==> src/hw/pwo_pkg.sv <==
// Pointwise datapath sizes, modulus, mode and state enums, memory request and lane structs
package pwo_pkg;

    // ==========================================================
    // Sizes
    // ==========================================================
    localparam int REG_SIZE       = 24;
    localparam int COEFF_WIDTH    = REG_SIZE - 1;
    localparam int PROD_WIDTH     = 2 * COEFF_WIDTH;
    localparam int NUM_LANES      = 4;
    localparam int MEM_DATA_WIDTH = NUM_LANES * REG_SIZE;
    localparam int MEM_ADDR_WIDTH = 15;
    localparam int POLY_WORDS     = 64;
    localparam int WORD_CNT_WIDTH = $clog2(POLY_WORDS);

    // Read request to write strobe, in cycles
    localparam int WR_LATENCY     = 4;

    // q = 2^23 - 2^13 + 1
    localparam logic [COEFF_WIDTH-1:0] DILITHIUM_Q = 23'd8380417;

    // ==========================================================
    // Enums
    // ==========================================================
    typedef enum logic [1:0] {
        pwm = 2'd0,
        pwa = 2'd1,
        pws = 2'd2
    } mode_t;

    typedef enum logic [1:0] {
        ctrl_idle  = 2'd0,
        ctrl_run   = 2'd1,
        ctrl_drain = 2'd2
    } ctrl_state_t;

    typedef enum logic [1:0] {
        RW_IDLE  = 2'd0,
        RW_READ  = 2'd1,
        RW_WRITE = 2'd2
    } rw_t;

    // ==========================================================
    // Structs
    // ==========================================================
    typedef struct packed {
        rw_t                       rd_wr_en;
        logic [MEM_ADDR_WIDTH-1:0] addr;
    } mem_if_t;

    typedef struct packed {
        logic [MEM_ADDR_WIDTH-1:0] a;
        logic [MEM_ADDR_WIDTH-1:0] b;
        logic [MEM_ADDR_WIDTH-1:0] c;
    } pwo_mem_addr_t;

    // u and v are the operands, w the accumulate term
    typedef struct packed {
        logic [NUM_LANES-1:0][COEFF_WIDTH-1:0] u;
        logic [NUM_LANES-1:0][COEFF_WIDTH-1:0] v;
        logic [NUM_LANES-1:0][COEFF_WIDTH-1:0] w;
    } pwo_lanes_t;

    typedef struct packed {
        logic [NUM_LANES-1:0][COEFF_WIDTH-1:0] uv;
    } pwo_out_t;

endpackage

==> src/hw/pwo_operand_buffer.sv <==
// Operand buffer: registers returned memory words and unpacks them into lanes
`timescale 1ns/1ps

module pwo_operand_buffer
    import pwo_pkg::*;
(
    input  logic                      clk,
    input  logic                      reset_n,
    input  logic                      zeroize,
    input  mode_t                     mode,
    input  logic                      accumulate,
    input  logic                      rd_issued_i,
    input  logic [MEM_DATA_WIDTH-1:0] a_rd_data_i,
    input  logic [MEM_DATA_WIDTH-1:0] b_rd_data_i,
    input  logic [MEM_DATA_WIDTH-1:0] c_rd_data_i,

    output pwo_lanes_t                operands_o,
    output logic                      operands_valid_o
);

    logic                      rd_return_q;
    logic                      valid_q;
    logic                      use_w;
    logic [MEM_DATA_WIDTH-1:0] a_q;
    logic [MEM_DATA_WIDTH-1:0] b_q;
    logic [MEM_DATA_WIDTH-1:0] c_q;

    // Read data is on the ports one cycle after the request
    always_ff @(posedge clk or negedge reset_n) begin
        if (!reset_n) begin
            rd_return_q <= 1'b0;
            valid_q     <= 1'b0;
        end else if (zeroize) begin
            rd_return_q <= 1'b0;
            valid_q     <= 1'b0;
        end else begin
            rd_return_q <= rd_issued_i;
            valid_q     <= rd_return_q;
        end
    end

    always_ff @(posedge clk) begin
        if (rd_return_q) begin
            a_q <= a_rd_data_i;
            b_q <= b_rd_data_i;
            c_q <= c_rd_data_i;
        end
    end

    assign use_w = (mode == pwm) && accumulate;

    // Drop the pad bit on top of each 24-bit slot
    always_comb begin
        operands_o = '0;
        for (int i = 0; i < NUM_LANES; i++) begin
            operands_o.u[i] = a_q[i*REG_SIZE +: COEFF_WIDTH];
            operands_o.v[i] = b_q[i*REG_SIZE +: COEFF_WIDTH];
            if (use_w) begin
                operands_o.w[i] = c_q[i*REG_SIZE +: COEFF_WIDTH];
            end
        end
    end

    assign operands_valid_o = valid_q;

endmodule

==> config.mk <==
export PLATFORM = sky130hd
export DESIGN_NAME = pwo_operand_buffer
export DESIGN_NICKNAME = d
export VERILOG_FILES = /design/src/hw/pwo_pkg.sv /design/src/hw/pwo_operand_buffer.sv
export SDC_FILE = /design/constraint.sdc
export NUM_CORES = 1
export LEC_CHECK = 0
export CELL_PAD_IN_SITES_DETAIL_PLACEMENT = 1
export CELL_PAD_IN_SITES_GLOBAL_PLACEMENT = 2
export CORE_AREA = 2 2 224 226
export CTS_BUF_LIST = sky130_fd_sc_hd__clkbuf_16
export CTS_CLUSTER_SIZE = 30
export DETAILED_ROUTE_END_ITERATION = 7
export DIE_AREA = 0 0 226 228
export DONT_BUFFER_PORTS = 1
export HOLD_SLACK_MARGIN = 0.1
export PLACE_DENSITY_LB_ADDON = 0.25
export SLEW_MARGIN = 20
export SYNTH_ARGS = -nofsm -noshare
export SYNTH_HDL_FRONTEND = slang
export SYNTH_SLANG_ARGS = --single-unit
==> constraint.sdc <==
create_clock -name clk -period 17.3 [get_ports clk]
set_input_delay 0.865 -clock clk [delete_from_list [all_inputs] [get_ports clk]]
set_output_delay 0.865 -clock clk [all_outputs]
set_load 0.01 [all_outputs]
### After elaboration in Yosys (flattened, before gate mapping)

Index checks and enable logic that the tools add are counted.
Widths: inputs -> output; s select.

* memories kept: 0
* memory bits (read-only): 0
* bits in writable memories: 0
* register bits: 287
* bits in latches: 0
* output and inout bits: 277

* equal/unequal tests: 0
* div/mod/pow operators: 0
* shift operators: 0
* multipliers: 0
* order comparisons: 0
* muxes and demuxes: 6
* bitwise logic cells: 0
* $add $sub $neg: 0
* reductions and logical operators: 2

Operators by type and width (number)
* $mux 23: 4
* $logic_not 2->1: 1
* $mux 1: 2
* $logic_and 1x1->1: 1

### Logic depth before layout (Yosys ltp)

Gate-level depths: netlist of the first run.

* word-level depth: 3
* gate-level depth with buffers: 3

### Least setup slack after synthesis of the first run

Ideal clock, no wire load.

* kind: register to register
* start point: register rd_return_q
* end point: register a_q[0], enable pin
* cell stages (with the launch flop): 1
* clock period less this slack: 6538 ps
* data arrival time: 5898 ps
* slack: 10762 ps
* cells stage by stage: dfrtp_1

RTL lines
* start, declared: line pwo_operand_buffer.sv:21 `logic rd_return_q;`
* start signal, assigned: line pwo_operand_buffer.sv:37 `rd_return_q <= rd_issued_i;`
* end signal, assigned: line pwo_operand_buffer.sv:44 `a_q <= a_rd_data_i;`
* end, declared: line pwo_operand_buffer.sv:24 `logic [MEM_DATA_WIDTH-1:0] a_q;`

No word-level cell between the ends.

### Worst setup path after layout of the first run

* start point: input mode[1]
* end point: output operands_o[22] (netlist name)

* longest elaborated chain between the ends: 3

RTL lines
* start, declared: line pwo_operand_buffer.sv:10 `input mode_t mode,`
* $logic_not 2->1: line pwo_operand_buffer.sv:50 `assign use_w = (mode == pwm) && accumulate;`
* $logic_and 1x1->1: line pwo_operand_buffer.sv:50
* $mux 23: line pwo_operand_buffer.sv:58 `if (use_w) begin`
* end, declared: line pwo_operand_buffer.sv:17 `output pwo_lanes_t operands_o,`

No other way between the ends.

==> results.md, run 1 <==
* Worst EP arrival at 1.40 ns
* Slowest CP cell: nor4bb_1
* Setup skew after layout at 0.006026 ns
* Clock-pin slew on the worst setup and hold paths at 0.06 ns
* CP startpoint kind: primary input
* CTS tree: done
* # rows at 82
* Min Clock Period, post-route at 2.268 ns
* Critical path type: in2out
* Clock power share at 42.4%
* Vias in the first global route at 4454
* Sequential power share at 55.9%
* Hold Fails Final Rpt at 0
* Initial core utilization at 19.59%
* Met2 wire length at 13490 µm
* Mapped Cells at 402
* Critical-path cell list: nor4bb_1
* CP Buf/Inv Count at 0
* Hold Crit Start: zeroize
* CTS max path bufs at 3
* H-tree depth at 1
* Starting DRC count in detailed routing at 172
* Worst r2r src: rd_return_q$_DFF_PN0_
* Port bufs at 0
* WHS Endpoint: operands_valid_o$_DFF_PN0_
* Crit-path max cell delay at 0.53 ns
* Logic pwr share at 1.8%
* Total GRT Usage at 9.571%
* I/O pin count at 572
* Nets@finish at 702
* Clk_lat worst skew at 0.57 ns
* Hold/Removal Path Class: in2reg
* Non-filler cells, final at 1103
* Uppermost layer routed: met5
* PwrDens at 126.2 mW/mm²
* Final setup vio count at 0
* Status: completed
* Initial antenna violation count at 6
* Placed cells at 1046
* Met3 wire len at 3031 µm
* DP Worst Slack at 15.05 ns
* Post-Route WL at 25990 µm
* Congestion Overflow GR at 0
* Commonest cells after routing, fill and taps aside: edfxtp_1 (276), and4bb_1 (62), clkbuf_16 (30)
* GPL Wtd Cong at 0.7887
* CP Data Required Time at 16.43 ns
* Worst Max-Slew Pin Slew at 1.047 ns
* Die Y at 228 µm
* Commonest non-fill, non-tap cell in the layout: edfxtp_1
* Maximum fanout along the worst path at 92
* Hold Path Stages at 1
* Pre-Repair DR Iteration Count at 4
* Final Cycle Share at 13.11%
* Worst setup EP type: output pin
* Register bit count reported by yosys at 278
* CTS Buf Count at 30
* Reg2Reg Depth at 1
* Share of layout cells above drive strength 1 at 17.44%
* Slew HR at 30.18%
* Setup Buffers After CTS at 0
* Post-CTS resize count at 0
* R2r setup slk at 15.04 ns
* Internal at 0.001132 W
* Register area share after synthesis at 86.23%
* RSZ-0062 raised after global routing: no
* Yosys top cell by area: edfxtp_1
* LEAKAGE at 3.643 nW
* Area of the mapped netlist at 0.009669 mm²
* Fmax at 0.4409 GHz
* DR vias/cell at 3.663
* Largest net degree at the start of global routing at 143
* Routed wire per std cell at 23.57 µm
* Final TNS setup at 0 ns
* Final worst setup slack at 15.03 ns
* Drt drc at 0
* Max_cap viols at 0
* Switch share at 20.92%
* Hold_buf cts at 1
* Die ar. at 0.05153 mm²
* Syn avg cell area at 24.05 µm²
* Antenna violation net count after detailed routing at 0
* Reg-to-reg endpoint: c_q[3]$_DFFE_PP_
* Syn-to-layout area delta at 17.24%
* Vias at 4040
* Netlist cell types at 11
* Psw at 0.0002992 W
* Final Max Slew Viols at 0
* Ranking of synthesized cells by area: edfxtp_1 (86%), and4bb_1 (8.0%), and4bb_2 (3.5%)
* VDD IR max at 0.05814 mV
* Cell family with most CP delay: simple AND/OR/NAND/NOR gates
* Placeable Area at 0.04935 mm²
* First-pass GRT wire length at 35450 µm
* M1 WL at 8784 µm
* Root buffer cell: clkbuf_16
* Syn_nets at 697
* Ys Warns at 0
* Synth top area share at 85.71%
* Die width at 226 µm
* # clock sinks at 278
-- routing by layer --
| metal | global-route usage [%] | vias to the layer above |
|---|---|---|
| li1 | - | 1685 |
| met1 | 9.513 | 2010 |
| met2 | 17.02 | 288 |
| met3 | 5.010 | 49 |
| met4 | 3.104 | 8 |
| met5 | 0 | - |
-- stage by stage --
step / hold slack [ns] / power (W) / cell area (µm²) / utilization [%]
after global routing: 0.3193 / 0.001484 / 11330 / 22.97
final: 0.3625 / 0.001431 / 11340 / 22.97
after CTS: 0.3126 / 0.001459 / 11330 / 22.97
after detailed placement: 0.5697 / 0.0008399 / 10380 / 21.04
after floorplan: 0.5694 / 0.0008402 / 9669 / -
after global placement: 0.5698 / 0.0008393 / 10380 / 21.04
-- synthesized netlist by cell type --
cell type,number
dfrtp_1,2
nor2b_1,2
and4bb_1,62
clkbuf_1,3
and4bb_2,27
edfxtp_1,276
buf_4,3
nor4bb_4,1
nor4bb_1,2
buf_6,1
buf_2,23
-- final cells by class --
class	instances	area, µm²
antenna	1	2.502
clock buffer	30	750.7
clock inverter	25	191.4
fill	5154	38010
multi-input combinational	94	1171
sequential	278	8342
tap	672	840.8
timing repair buffer	3	37.54
-- how the worst max path moves through the flow --
stage | startpoint | endpoint | slack (ns) | depth (start not counted)
after floorplan | rd_return_q$_DFF_PN0_ | a_q[0]$_DFFE_PP_ | 10.76 | 0
after global placement | mode[1] | operands_o[22] | 15.05 | 1
after detailed placement | mode[1] | operands_o[22] | 15.05 | 1
after CTS | rd_return_q$_DFF_PN0_ | c_q[3]$_DFFE_PP_ | 15.03 | 1
after global routing | rd_return_q$_DFF_PN0_ | c_q[94]$_DFFE_PP_ | 14.85 | 1
final | mode[1] | operands_o[22] | 15.03 | 1
-- power groups by stage --
stage          clock network (W)   logic, W  registers, W
2_1_floorplan                  0  0.0000199      0.000820
3_3_place_gp                   0  0.0000250      0.000814
3_5_place_dp                   0  0.0000258      0.000814
4_1_cts                 0.000632  0.0000260      0.000801
5_1_grt                 0.000654  0.0000273      0.000802
6_report                0.000606  0.0000252      0.000800
-- logic make-up after synthesis --
kind of cell	after synthesis	synth area share, %
buf+inv	30	1.656
flops	278	86.23
simple gates	94	12.11
-- sequential cells by signal, indices dropped and copies added, names as in the netlist --
signal            count
a_q                  92
b_q                  92
c_q                  92
operands_valid_o      1
rd_return_q           1
Note: power is estimated with default switching activity, not from simulation.
==> run 2, diff against run 1 <==
==> constraint.sdc (replaced) <==
create_clock -name clk -period 1.95 [get_ports clk]
set_input_delay 0.0975 -clock clk [delete_from_list [all_inputs] [get_ports clk]]
set_output_delay 0.0975 -clock clk [all_outputs]
set_load 0.01 [all_outputs]
==> results.md, run 2 <==
* Status: did not finish
* Last stage: clock tree synthesis (4_1_cts)
* Tool error: [ERROR RSZ-0060] Max buffer count reached.
* Xor-xnor portion of the synthesized cell area at 0% (unchanged)
* GPL Wtd Cong at 0.7274 (-7.8%)
* Adder-cell share of the synthesized area at 0% (unchanged)
* Async set or reset register ratio after synthesis at 0.7194% (unchanged)
* Synth Flop Type: edfxtp_1
* Hold_buf cts at 222 (+221)
* Syn avg cell area at 24.05 µm² (unchanged)
* Post-CTS resize count at 0 (unchanged)
* Synth Area in Compound Gates at 0% (unchanged)
* Yosys top cell by area: edfxtp_1
* Synth top area share at 85.71% (unchanged)
* CTS Buf Count at 30 (unchanged)
* Initial core utilization at 19.59% (unchanged)
* Ys Warns at 0 (unchanged)
* Largest family of logic cells by synthesized area: simple AND/OR/NAND/NOR gates
* Post-DP HPWL at 18160 µm
* Die Y at 228 µm (unchanged)
* Ranking of synthesized cells by area: edfxtp_1 (86%), and4bb_1 (8.0%), and4bb_2 (3.5%)
* Simple-Gate Fraction of Synth Area at 12.11% (unchanged)
* Area of the mapped netlist at 0.009669 mm² (unchanged)
* Setup Buffers After CTS at 0 (unchanged)
* Count leader, synth: edfxtp_1
* Netlist cell types at 11 (unchanged)
* Synth top cells by count: edfxtp_1 (276), and4bb_1 (62), and4bb_2 (27), buf_2 (23)
* Register bit count reported by yosys at 278 (unchanged)
* Syn_nets at 697 (unchanged)
* I/O pin count at 572 (unchanged)
* EDFF count, synth at 276 (unchanged)
* Mapped Cells at 402 (unchanged)
* H-tree depth at 1 (unchanged)
* # rows at 82 (unchanged)
* Die width at 226 µm (unchanged)
* CTS max path bufs at 3 (unchanged)
* Multiplexer area fraction after synthesis at 0% (unchanged)
* # clock sinks at 278 (unchanged)
* Register area share after synthesis at 86.23% (unchanged)
* Root buffer cell: clkbuf_16
* Port bufs at 0 (unchanged)
==> run 2: cell counts after synthesis <==
Identical to the previous run, type by type.
==> run 2: stage by stage <==
stage,hold WS (ns),setup WS (ns),TNS [ns],std cells,cell area (µm²)
after floorplan,-0.1981,-0.6620,-183.28,402,9673
after global placement,-0.1980,0.4341,0,1051,10490
after detailed placement,-0.1980,0.3433,0,1051,10490
==> run 2: logic make-up after synthesis <==
logic type | Yosys count
and+or+nand+nor | 94
DFF | 278
buffers and inverters | 30
==> run 3, diff against run 2 <==
==> config.mk (replaced) <==
export PLATFORM = sky130hd
export DESIGN_NAME = pwo_operand_buffer
export DESIGN_NICKNAME = d
export VERILOG_FILES = /design/src/hw/pwo_pkg.sv /design/src/hw/pwo_operand_buffer.sv
export SDC_FILE = /design/constraint.sdc
export NUM_CORES = 1
export LEC_CHECK = 0
export CORE_UTILIZATION = 20
export DETAILED_ROUTE_END_ITERATION = 7
export DONT_BUFFER_PORTS = 1
export PLACE_DENSITY_LB_ADDON = 0.15
export SLEW_MARGIN = 20
export SYNTH_ARGS = -nofsm -noshare
export SYNTH_HDL_FRONTEND = slang
export SYNTH_SLANG_ARGS = --single-unit
==> constraint.sdc (replaced) <==
create_clock -name clk -period 2.5 [get_ports clk]
set_input_delay 0.125 -clock clk [delete_from_list [all_inputs] [get_ports clk]]
set_output_delay 0.125 -clock clk [all_outputs]
set_load 0.01 [all_outputs]
==> results.md, run 3 <==
* Status: did not finish
* Last stage: clock tree synthesis (4_1_cts)
* Tool error: [ERROR RSZ-0060] Max buffer count reached.
* Register area share after synthesis at 86.23% (unchanged)
* Simple-Gate Fraction of Synth Area at 12.11% (unchanged)
* Yosys top cell by area: edfxtp_1
* Syn_nets at 697 (unchanged)
* EDFF count, synth at 276 (unchanged)
* Synth Flop Type: edfxtp_1
* Post-CTS resize count at 0 (unchanged)
* Ranking of synthesized cells by area: edfxtp_1 (86%), and4bb_1 (8.0%), and4bb_2 (3.5%)
* H-tree depth at 1 (unchanged)
* CTS Buf Count at 31 (+3.3%)
* Largest family of logic cells by synthesized area: simple AND/OR/NAND/NOR gates
* Setup Buffers After CTS at 0 (unchanged)
* Multiplexer area fraction after synthesis at 0% (unchanged)
* Mapped Cells at 402 (unchanged)
* Synth top area share at 85.71% (unchanged)
* Ys Warns at 0 (unchanged)
* Hold_buf cts at 210 (-5.4%)
* Post-place instance area at 0.01036 mm² (-1.3%)
* CTS max path bufs at 3 (unchanged)
* I/O pin count at 572 (unchanged)
* Initial core utilization at 20.25% (+0.66 points)
* Area of the mapped netlist at 0.009669 mm² (unchanged)
* Die Y at 221.9 µm (-2.7%)
* Synth Area in Compound Gates at 0% (unchanged)
* Count leader, synth: edfxtp_1
* Register bit count reported by yosys at 278 (unchanged)
* Adder-cell share of the synthesized area at 0% (unchanged)
* Post-DP HPWL at 21400 µm (+18%)
* Port bufs at 0 (unchanged)
* # rows at 80 (-2.4%)
* Root buffer cell: clkbuf_16
* # clock sinks at 278 (unchanged)
* Netlist cell types at 11 (unchanged)
* Xor-xnor portion of the synthesized cell area at 0% (unchanged)
* Syn avg cell area at 24.05 µm² (unchanged)
* GPL Wtd Cong at 0.7488 (+2.9%)
* Die width at 221.9 µm (-1.8%)
* Async set or reset register ratio after synthesis at 0.7194% (unchanged)
* Synth top cells by count: edfxtp_1 (276), and4bb_1 (62), and4bb_2 (27), buf_2 (23)
## run 3: kinds of logic after synthesis
| kind of cell | after synthesis |
|---|---|
| AND/OR/NAND/NOR | 94 |
| flip-flops | 278 |
| buffers and inverters | 30 |
## run 3: stage by stage
step | setup WS (ns) | cells | util, %
after global placement | 0.9086 | 992 | 21.69
after detailed placement | 0.8735 | 992 | 21.69
after floorplan | -0.1120 | 402 | -
