[src/hw/pwo_pkg.sv]
// Pointwise datapath sizes, modulus, mode and state enums, memory request and lane structs
package pwo_pkg;

    // ==========================================================
    // Sizes
    // ==========================================================
    localparam int REG_SIZE       = 24;
    localparam int COEFF_WIDTH    = REG_SIZE - 1;
    localparam int PROD_WIDTH     = 2 * COEFF_WIDTH;
    localparam int NUM_LANES      = 4;
    localparam int MEM_DATA_WIDTH = NUM_LANES * REG_SIZE;
    localparam int MEM_ADDR_WIDTH = 15;
    localparam int POLY_WORDS     = 64;
    localparam int WORD_CNT_WIDTH = $clog2(POLY_WORDS);

    // Read request to write strobe, in cycles
    localparam int WR_LATENCY     = 4;

    // q = 2^23 - 2^13 + 1
    localparam logic [COEFF_WIDTH-1:0] DILITHIUM_Q = 23'd8380417;

    // ==========================================================
    // Enums
    // ==========================================================
    typedef enum logic [1:0] {
        pwm = 2'd0,
        pwa = 2'd1,
        pws = 2'd2
    } mode_t;

    typedef enum logic [1:0] {
        ctrl_idle  = 2'd0,
        ctrl_run   = 2'd1,
        ctrl_drain = 2'd2
    } ctrl_state_t;

    typedef enum logic [1:0] {
        RW_IDLE  = 2'd0,
        RW_READ  = 2'd1,
        RW_WRITE = 2'd2
    } rw_t;

    // ==========================================================
    // Structs
    // ==========================================================
    typedef struct packed {
        rw_t                       rd_wr_en;
        logic [MEM_ADDR_WIDTH-1:0] addr;
    } mem_if_t;

    typedef struct packed {
        logic [MEM_ADDR_WIDTH-1:0] a;
        logic [MEM_ADDR_WIDTH-1:0] b;
        logic [MEM_ADDR_WIDTH-1:0] c;
    } pwo_mem_addr_t;

    // u and v are the operands, w the accumulate term
    typedef struct packed {
        logic [NUM_LANES-1:0][COEFF_WIDTH-1:0] u;
        logic [NUM_LANES-1:0][COEFF_WIDTH-1:0] v;
        logic [NUM_LANES-1:0][COEFF_WIDTH-1:0] w;
    } pwo_lanes_t;

    typedef struct packed {
        logic [NUM_LANES-1:0][COEFF_WIDTH-1:0] uv;
    } pwo_out_t;

endpackage

[src/hw/pwo_ctrl.sv]
// Pointwise controller: FSM, read address sequencing, write delay line, busy and done
`timescale 1ns/1ps

module pwo_ctrl
    import pwo_pkg::*;
(
    input  logic          clk,
    input  logic          reset_n,
    input  logic          zeroize,
    input  mode_t         mode,
    input  logic          accumulate,
    input  logic          pwo_enable,
    input  pwo_mem_addr_t pwo_mem_base_addr,

    output mem_if_t       pwm_a_rd_req_o,
    output mem_if_t       pwm_b_rd_req_o,
    output mem_if_t       mem_rd_req_o,
    output mem_if_t       mem_wr_req_o,
    output logic          rd_issued_o,
    output logic          pwo_busy_o,
    output logic          pwo_done_o
);

    ctrl_state_t               state;
    ctrl_state_t               state_nxt;
    logic [WORD_CNT_WIDTH-1:0] word_cnt;
    logic [MEM_ADDR_WIDTH-1:0] word_offset;
    logic                      start;
    logic                      reading;
    logic                      last_word;
    logic                      acc_rd;
    logic                      wr_pending;
    logic                      done_q;

    // Settings captured at start
    mode_t                     mode_q;
    logic                      accumulate_q;
    pwo_mem_addr_t             base_q;

    mem_if_t                   wr_req_nxt;
    mem_if_t                   wr_dly [WR_LATENCY];

    assign start       = (state == ctrl_idle) && pwo_enable;
    assign reading     = (state == ctrl_run);
    assign last_word   = (word_cnt == WORD_CNT_WIDTH'(POLY_WORDS - 1));
    assign acc_rd      = reading && (mode_q == pwm) && accumulate_q;
    assign word_offset = MEM_ADDR_WIDTH'(word_cnt);

    // ==========================================================
    // FSM
    // ==========================================================
    always_comb begin
        state_nxt = state;
        case (state)
            ctrl_idle: begin
                if (pwo_enable) begin
                    state_nxt = ctrl_run;
                end
            end
            ctrl_run: begin
                if (last_word) begin
                    state_nxt = ctrl_drain;
                end
            end
            ctrl_drain: begin
                // Only the final write left in the delay line
                if (!wr_pending) begin
                    state_nxt = ctrl_idle;
                end
            end
            default: state_nxt = ctrl_idle;
        endcase
    end

    always_comb begin
        wr_pending = 1'b0;
        for (int i = 0; i < WR_LATENCY - 1; i++) begin
            if (wr_dly[i].rd_wr_en == RW_WRITE) begin
                wr_pending = 1'b1;
            end
        end
    end

    always_ff @(posedge clk or negedge reset_n) begin
        if (!reset_n) begin
            state    <= ctrl_idle;
            word_cnt <= '0;
            done_q   <= 1'b0;
            for (int i = 0; i < WR_LATENCY; i++) begin
                wr_dly[i] <= '0;
            end
        end else if (zeroize) begin
            state    <= ctrl_idle;
            word_cnt <= '0;
            done_q   <= 1'b0;
            for (int i = 0; i < WR_LATENCY; i++) begin
                wr_dly[i] <= '0;
            end
        end else begin
            state  <= state_nxt;
            done_q <= (state == ctrl_drain) && !wr_pending;
            // Wraps back to zero after the last word
            if (reading) begin
                word_cnt <= word_cnt + 1'b1;
            end
            wr_dly[0] <= wr_req_nxt;
            for (int i = 1; i < WR_LATENCY; i++) begin
                wr_dly[i] <= wr_dly[i-1];
            end
        end
    end

    always_ff @(posedge clk) begin
        if (start) begin
            mode_q       <= mode;
            accumulate_q <= accumulate;
            base_q       <= pwo_mem_base_addr;
        end
    end

    // ==========================================================
    // Memory requests
    // ==========================================================
    always_comb begin
        pwm_a_rd_req_o.rd_wr_en = reading ? RW_READ : RW_IDLE;
        pwm_a_rd_req_o.addr     = reading ? base_q.a + word_offset : '0;
        pwm_b_rd_req_o.rd_wr_en = reading ? RW_READ : RW_IDLE;
        pwm_b_rd_req_o.addr     = reading ? base_q.b + word_offset : '0;
        // C is read only for multiply-accumulate
        mem_rd_req_o.rd_wr_en   = acc_rd ? RW_READ : RW_IDLE;
        mem_rd_req_o.addr       = acc_rd ? base_q.c + word_offset : '0;
        wr_req_nxt.rd_wr_en     = reading ? RW_WRITE : RW_IDLE;
        wr_req_nxt.addr         = reading ? base_q.c + word_offset : '0;
    end

    assign mem_wr_req_o = wr_dly[WR_LATENCY-1];
    assign rd_issued_o  = reading;
    assign pwo_busy_o   = (state != ctrl_idle);
    assign pwo_done_o   = done_q;

endmodule

[config.mk]
export PLATFORM = sky130hd
export DESIGN_NAME = pwo_ctrl
export DESIGN_NICKNAME = d
export VERILOG_FILES = /design/src/hw/pwo_pkg.sv /design/src/hw/pwo_ctrl.sv
export SDC_FILE = /design/constraint.sdc
export NUM_CORES = 1
export LEC_CHECK = 0
export BUFFER_PORTS_ARGS = -buffer_cell sky130_fd_sc_hd__buf_4
export CORE_UTILIZATION = 30
export DETAILED_ROUTE_END_ITERATION = 7
export PLACE_DENSITY = 0.59
export SYNTH_ARGS = -nofsm -noshare
export SYNTH_HDL_FRONTEND = slang
export SYNTH_SLANG_ARGS = --single-unit
[constraint.sdc]
create_clock -name clk -period 3.8 [get_ports clk]
set_input_delay 0.76 -clock clk [delete_from_list [all_inputs] [get_ports clk]]
set_output_delay 0.76 -clock clk [all_outputs]
set_load 0.005 [all_outputs]
# Word-level counts from Yosys, hierarchy flattened
# Cells that the tools add are included.
dict set report totals {
  reg_bits 125
  latch_bits 0
  ram_bits 0
  romBits 0
  inputBits 52
  out_inout_bits 71
  elab_cells 58
  memories 0
}
dict set report classes {
  addsub 4
  mul 0
  div_mod_pow 0
  magnitude_cmp 0
  eq_ne 9
  shifts 0
  n_mux 19
  bitwise_logic 0
  reduce_logical 10
}
# cell n
set ops {}
lappend ops {{2-to-1 mux 68 bit} 1}
lappend ops {{2-to-1 mux 15 bit} 4}
lappend ops {{adder 15 x 6 -> 15 bit} 3}
lappend ops {{2-to-1 mux 6 bit} 2}
lappend ops {{2-to-1 mux 2 bit} 5}
lappend ops {{== test 2 bit, second input constant} 4}
lappend ops {{adder 6 x 1 -> 6 bit, second input constant} 1}
lappend ops {{== test 6 bit, second input constant} 1}
lappend ops {{2-to-1 mux 1 bit} 6}
lappend ops {{inequality test 3 bit, second input constant} 2}
lappend ops {{one-hot mux 2 bit (3 select lines)} 1}
lappend ops {{logical AND 1 bit} 4}
lappend ops {{zero test 2 bit} 2}
lappend ops {{nonzero test 2 bit} 2}
lappend ops {{inequality test 3 x 2 -> 1 bit, second input constant} 1}
lappend ops {{AND reduction 3 bit} 1}
lappend ops {{== test 2 x 1 -> 1 bit, second input constant} 1}
lappend ops {{zero test 1 bit} 1}

# Logic depth before layout (Yosys ltp)
# Gate-level depths: netlist of the first run.
dict set report logic_depth {
  word_depth 7
  ltp_mapped 9
}

# Worst setup path before layout of the first run
# OpenSTA, ideal clock, no wires.
dict set report synth_path {
  kind {in2reg}
  from {input pwo_enable}
  to {register accumulate_q, enable pin}
  setup_time_ns 0.454
  arrival_time_ns 2.815
  required_time_ns 3.346
  path_slack_ns 0.531
  stages 2
  path_cell_list {inv_1 -> nor2_1}
}
dict set report synth_between {
  elab_chain_cells 1
}
# item line
set synth_rtl {}
lappend synth_rtl {{start, declared} pwo_ctrl.sv:12} ;# input logic pwo_enable,
lappend synth_rtl {{logical AND 1 bit} pwo_ctrl.sv:43} ;# assign start = (state == ctrl_idle) && pwo_enable;
lappend synth_rtl {{net start} pwo_ctrl.sv:28} ;# logic start;
lappend synth_rtl {{end signal, assigned} pwo_ctrl.sv:116} ;# accumulate_q <= accumulate;
lappend synth_rtl {{end, declared} pwo_ctrl.sv:37} ;# logic accumulate_q;
# The timed path passes the listed nets, and every way through them passes these cells.
# A chain may end at the register's enable or synchronous reset.

==> run metrics, run 1 <==
Startpoint Class flip-flop; final setup fails 0; minimum clock period 3590 ps; slack of the critical path 212 ps; GRT Util Overall roughly an eighth; CTS Sinks ~120; Clk Latency, worst-skew pair 410 ps; Gates resized, CTS repair 0; crit end category output port; fmax 279 MHz; Final ANT Viol Nets 0; Layout Skew between 6 and 7 ps; MaxCap Viol Count 0; Die X around 140 um; Slowest Stage Delay on Critical Path roughly 600 ps; HPWL after DPL around 9.0 mm; #FFs+latches synth between 100 and 150; PortBufs 118; RSZ-0062 raised after global routing no; Synth-to-Final Area Change 26.9%; Syn Inst Count roughly 490; initial core utilization a little under a third; Hold-fix buffers, CTS 0; Max-Slew Margin vs Limit ~41%; drt wl/cell about 15 um; syn avg cell area 11.7 um2; Nets 670; CP Class flip-flop to output port; Die H 140 um; CP top delay family compound AO/OA/AOI/OAI gates; Final Cycle Share between 90% and 100%; core box area 18700 um2; status finished, final reports clean; Total Wirelength 12.5 mm; initial antenna violation count 1; CTS tree yes; FP Rows 50; reg-to-reg setup timing slack between 800 and 900 ps; Hold WS about 450 ps; leakage 3.27 nW; total number of vias 3956; EDFF count, synth 48; Power Total 3.47 mW; vias in the first global route 3934; CP arrival 2830 ps; Tightest Pin Transition 885 ps; DRC viols 0; DR iter-0 viols 208; Pins Over Slew Limit 0; Reg clk slew, reported paths 60 ps; warnings from Yosys 0; CTS Buf Count 17; sequential element share of the synthesized area 57.0%; first-pass GRT wire length roughly 20 mm; commonest non-fill, non-tap cells in the layout 121 x buf_4, 73 x dfrtp_1, 48 x nor2b_1, 48 x edfxtp_1, 39 x nand2_1; Netlist cell types 47; Final TNS setup 0 ps; PwrDens 477 nW/um2; Crit path buffers/inverters 1; most common cell after layout, fill and taps aside buf_4; CTS max path bufs 2; Die ar. approximately 20000 um2; share of layout cells above drive strength 1 26.1%; peak supply drop ~0.33 mV; Post-Place Setup Slack 654 ps; CTS H-Tree Depth 4; Cell Area, Synth about 5700 um2; CP max stage cell dfrtp_1; largest net degree at the start of global routing 74; worst hold-check path type flip-flop to flip-flop; Fin. Hold Viols 0; Top FF cell, synth dfrtp_1; Clk Tree Root Cell clkbuf_16; critical path cell sequence ha_1, a211o_1, a221oi_1, o21ai_0, mux2i_1, buf_4; setup bufs post-CTS 0; GRT overflow 0; gpl congestion 0.840; asr flop ratio synth around 60%; IO Count 123; router iterations before antenna repair 4; Req. time, crit path 3040 ps; Antenna diodes 0; via/cell ratio 4.69; CP max FO 9
==> synthesized netlist by cell type, types with 5 or more instances <==
cell / instances / area [um2]
dfrtp_1: 73 / 1830
edfxtp_1: 48 / 1440
nor2b_1: 48 / 300
nand2_1: 39 / 146
a21oi_1: 35 / 175
buf_4: 25 / 188
nor2_1: 21 / 78.8
ha_1: 19 / 238
mux2i_1: 18 / 180
nand2b_1: 15 / 93.8
o21ai_0: 12 / 60.1
o31ai_1: 11 / 82.6
nor3_1: 10 / 50.1
or4_1: 10 / 75.1
or3_1: 9 / 56.3
a21o_1: 8 / 60.1
and2_1: 8 / 50.1
nand3_1: 8 / 40.0
clkbuf_1: 7 / 26.3
xor2_1: 7 / 61.3
and3_1: 5 / 31.3
o21a_1: 5 / 37.5
xnor2_1: 5 / 43.8
==> registers in the layout, summed over array words and instances (netlist names) <==
| name | cells |
|---|---|
| word_cnt | 6 |
| base_q | 45 |
| wr_dly | 48 |
| state | 2 |
| mem_wr_req_o | 16 |
| mode_q | 2 |
| pwo_done_o | 1 |
| accumulate_q | 1 |
==> cells by family after synthesis <==
group                    synth area share, %
AO/OA/AOI/OAI                           10.3
XOR/XNOR                                1.83
adder cells (fa/ha/maj)                 5.19
buffers and inverters                   4.76
flip-flops                              57.0
multiplexers                            3.14
other                                 0.0654
AND/OR/NAND/NOR                         17.7
==> layer usage <==
layer	vias up	global-route usage (%)	share of wire [%]
li1	1938	-	-
met1	1879	15.6	43
met2	123	21.9	49
met3	16	3.76	5.5
met4	0	6.71	2.2
met5	-	0	0
==> final cells by class <==
class | instances | area [um2]
fill | 1819 | 11400
clock inverter | 10 | 80.1
sequential | 121 | 3270
inverter | 5 | 20.0
tap | 234 | 293
timing repair buffer | 121 | 908
clock buffer | 22 | 497
multi-input combinational | 330 | 2210
==> stage by stage <==
| stage | cells | util (%) | cell area, um2 |
|---|---|---|---|
| final | 843 | 38.9 | 7280 |
| after detailed placement | 811 | 35.8 | 6700 |
| after floorplan | 495 | - | 5740 |
| after CTS | 843 | 38.9 | 7280 |
| after global routing | 843 | 38.9 | 7280 |
| after global placement | 811 | 35.8 | 6700 |
==> final timing paths <==
kind / startpoint / endpoint / cells after the start
min in group asynchronous: reset_n / mem_wr_req_o[14] / 1
max in group asynchronous: reset_n / wr_dly[56] / 1
worst max register to register: state[1] / state[1] / 8
worst max-delay path: word_cnt[1] / mem_rd_req_o[9] / 6
worst min register to register: wr_dly[51] / wr_dly[34] / 1
worst min-delay path: wr_dly[51] / wr_dly[34] / 1
==> power by group <==
part | switching (mW) | total, mW | internal, mW
clock | 0.597 | 1.54 | 0.938
sequential | 0.0530 | 1.51 | 1.46
combinational | 0.235 | 0.425 | 0.191
total | 0.884 | 3.47 | 2.58
No activity file was read; power rests on OpenSTA's default activity.
==> run 2, diff against run 1 <==
--- a/config.mk
+++ b/config.mk
@@ -8,6 +8,7 @@
 export BUFFER_PORTS_ARGS = -buffer_cell sky130_fd_sc_hd__buf_4
 export CORE_UTILIZATION = 30
 export DETAILED_ROUTE_END_ITERATION = 7
+export MAX_ROUTING_LAYER = met4
 export PLACE_DENSITY = 0.59
 export SYNTH_ARGS = -nofsm -noshare
 export SYNTH_HDL_FRONTEND = slang
==> run 2 against run 1 <==
First-iteration DRC count is 10% lower. Via count shrank 1.0%. Power grew 6.1%. Maximum frequency rose by 1.4%. Cell area up 1.1%. Clock power is 14% higher. Sequential power about the same. Routed wire length decreased by 0.32%. Sequential cell count is the same. Largest cell class unchanged. Largest power group unchanged. Highest routed layer unchanged.
==> run metrics, run 2 (synthesis gave the netlist of run 1 again) <==
Post-Place Setup Slack 665 ps (was 654 ps); Antenna diodes 0 (unchanged); gpl congestion 0.858 (was 0.840); CP Class flip-flop to output port (unchanged); status finished, final reports clean (unchanged); Final Cycle Share 93.2% (was 94.4%); GRT Util Overall 13.7% (was 13.2%); setup bufs post-CTS 0 (unchanged); Max-Slew Margin vs Limit 40.1% (was 40.9%); largest net degree at the start of global routing 74 (unchanged); critical path cell sequence ha_1, fa_1, a21o_1, a311oi_2, o21ai_0, a21oi_1, buf_4 (was ha_1, a211o_1, a221oi_1, o21ai_0, mux2i_1, buf_4); Final TNS setup 0 ps (unchanged); IO Count 123 (unchanged); Hold-fix buffers, CTS 0 (unchanged); commonest non-fill, non-tap cells in the layout 121 x buf_4, 72 x dfrtp_1, 48 x nor2b_1, 48 x edfxtp_1, 39 x nand2_1 (was 121 x buf_4, 73 x dfrtp_1, 48 x nor2b_1, 48 x edfxtp_1, 39 x nand2_1); CTS Sinks 121 (unchanged); final setup fails 0 (unchanged); CTS H-Tree Depth 4 (unchanged); CP max stage cell a311oi_2 (was dfrtp_1); Slowest Stage Delay on Critical Path 550 ps (was 600 ps); peak supply drop 0.312 mV (was 0.334 mV); CP arrival 2780 ps (was 2830 ps); Clk Latency, worst-skew pair 410 ps (about the same); Die ar. 19700 um2 (unchanged); Startpoint Class flip-flop (unchanged); RSZ-0062 raised after global routing no (unchanged); CP max FO 8 (was 9); slack of the critical path 260 ps (was 212 ps); minimum clock period 3540 ps (was 3590 ps); router iterations before antenna repair 4 (unchanged); first-pass GRT wire length 19.9 mm (was 20.0 mm); PortBufs 118 (unchanged); Die X 140 um (unchanged); Pins Over Slew Limit 0 (unchanged); drt wl/cell 14.8 um (was 14.9 um); Power Total 3.68 mW (was 3.47 mW); GRT overflow 0 (unchanged); worst hold-check path type primary input to async pin (was flip-flop to flip-flop); DRC viols 0 (unchanged); Reg clk slew, reported paths 60 ps (about the same); Total Wirelength 12.5 mm (about the same); crit end category output port (unchanged); vias in the first global route 3867 (was 3934); total number of vias 3915 (was 3956); Layout Skew 7.16 ps (was 6.69 ps); CP top delay family compound AO/OA/AOI/OAI gates (unchanged); Register-to-Register Path Depth 8 (unchanged); Tightest Pin Transition 898 ps (was 885 ps); Final ANT Viol Nets 0 (unchanged); Synth-to-Final Area Change 28.3% (was 26.9%); PwrDens 500 nW/um2 (was 477 nW/um2); cell depth of the worst setup path 7 (was 6); Req. time, crit path 3040 ps (about the same); Crit path buffers/inverters 1 (unchanged); via/cell ratio 4.64 (was 4.69); fmax 282 MHz (was 279 MHz); max reg flops 48 (unchanged); Fin. Hold Viols 0 (unchanged); MaxCap Viol Count 0 (unchanged); CTS max path bufs 2 (unchanged); CTS Buf Count 17 (unchanged); Clk Tree Root Cell clkbuf_16 (unchanged); Die H 140 um (unchanged); most common cell after layout, fill and taps aside buf_4 (unchanged); DR iter-0 viols 187 (was 208); share of layout cells above drive strength 1 26.4% (was 26.1%); leakage 3.31 nW (was 3.27 nW); most flop-heavy register wr_dly (unchanged); initial core utilization 30.6% (unchanged); FP Rows 50 (unchanged); HPWL after DPL 9.03 mm (was 9.02 mm); core box area 18700 um2 (unchanged); CTS tree yes (unchanged); post-layout util 39.3% (was 38.9%); Nets 670 (unchanged); Gates resized, CTS repair 0 (unchanged); initial antenna violation count 1 (unchanged)
run 2: cell count changes in the layout (fill, tap and decap cells not counted), sizes merged:
| cell | previous run | this run |
|---|---|---|
| clkinvlp | 1 | 0 |
| bufinv | 0 | 3 |
| clkinv | 6 | 4 |
| clkbuf | 22 | 20 |
| inv | 8 | 10 |
run 2: cell type report:
cell class                      count  area [um2]
Fill cell                        1813       11400
Sequential cell                   121        3270
Multi-Input combinational cell    330        2210
Timing Repair Buffer              121         908
Clock buffer                       20         479
Tap cell                          234         293
Clock inverter                     12         174
Inverter                            5        20.0
run 2: stage by stage:
stage | hold slack [ps] | cells | cell area (um2)
2_1_floorplan | 439 | 495 | 5740
3_3_place_gp | 449 | 811 | 6700
3_5_place_dp | 447 | 811 | 6700
4_1_cts | 459 | 843 | 7350
5_1_grt | 471 | 843 | 7350
6_report | 445 | 843 | 7350
run 2: worst register-to-register path: stages, from the launching register on:
cell	delay, ps
dfrtp_1	410
nand2b_1	160
buf_4	220
inv_1	670
nand2b_1	390
inv_1	460
o21ai_0	290
nand2_1	130
a21oi_1	80
run 2: path summary, 6_finish.rpt:
path,start,to,slack [ps]
max,word_cnt[0],pwm_b_rd_req_o[10],260
max in group asynchronous,reset_n,word_cnt[1],2680
min in group clk,wr_dly[31],mem_wr_req_o[14],460
min,reset_n,mem_wr_req_o[12],440
max reg2reg,state[1],state[1],850
min reg2reg,wr_dly[31],mem_wr_req_o[14],460
run 2: power by group:
| group | switching (mW) | internal [mW] | total, mW |
|---|---|---|---|
| registers | 0.0525 | 1.46 | 1.51 |
| clock network | 0.616 | 1.13 | 1.75 |
| logic | 0.235 | 0.190 | 0.425 |
| total | 0.903 | 2.78 | 3.68 |
run 2: routing by layer:
metal	share of wire, %	GRT usage, %	wire length, um
met5	0	-	0
met4	2.4	7.06	299
met3	3.8	3.83	479
met2	49	21.6	6170
met1	44	16.0	5550
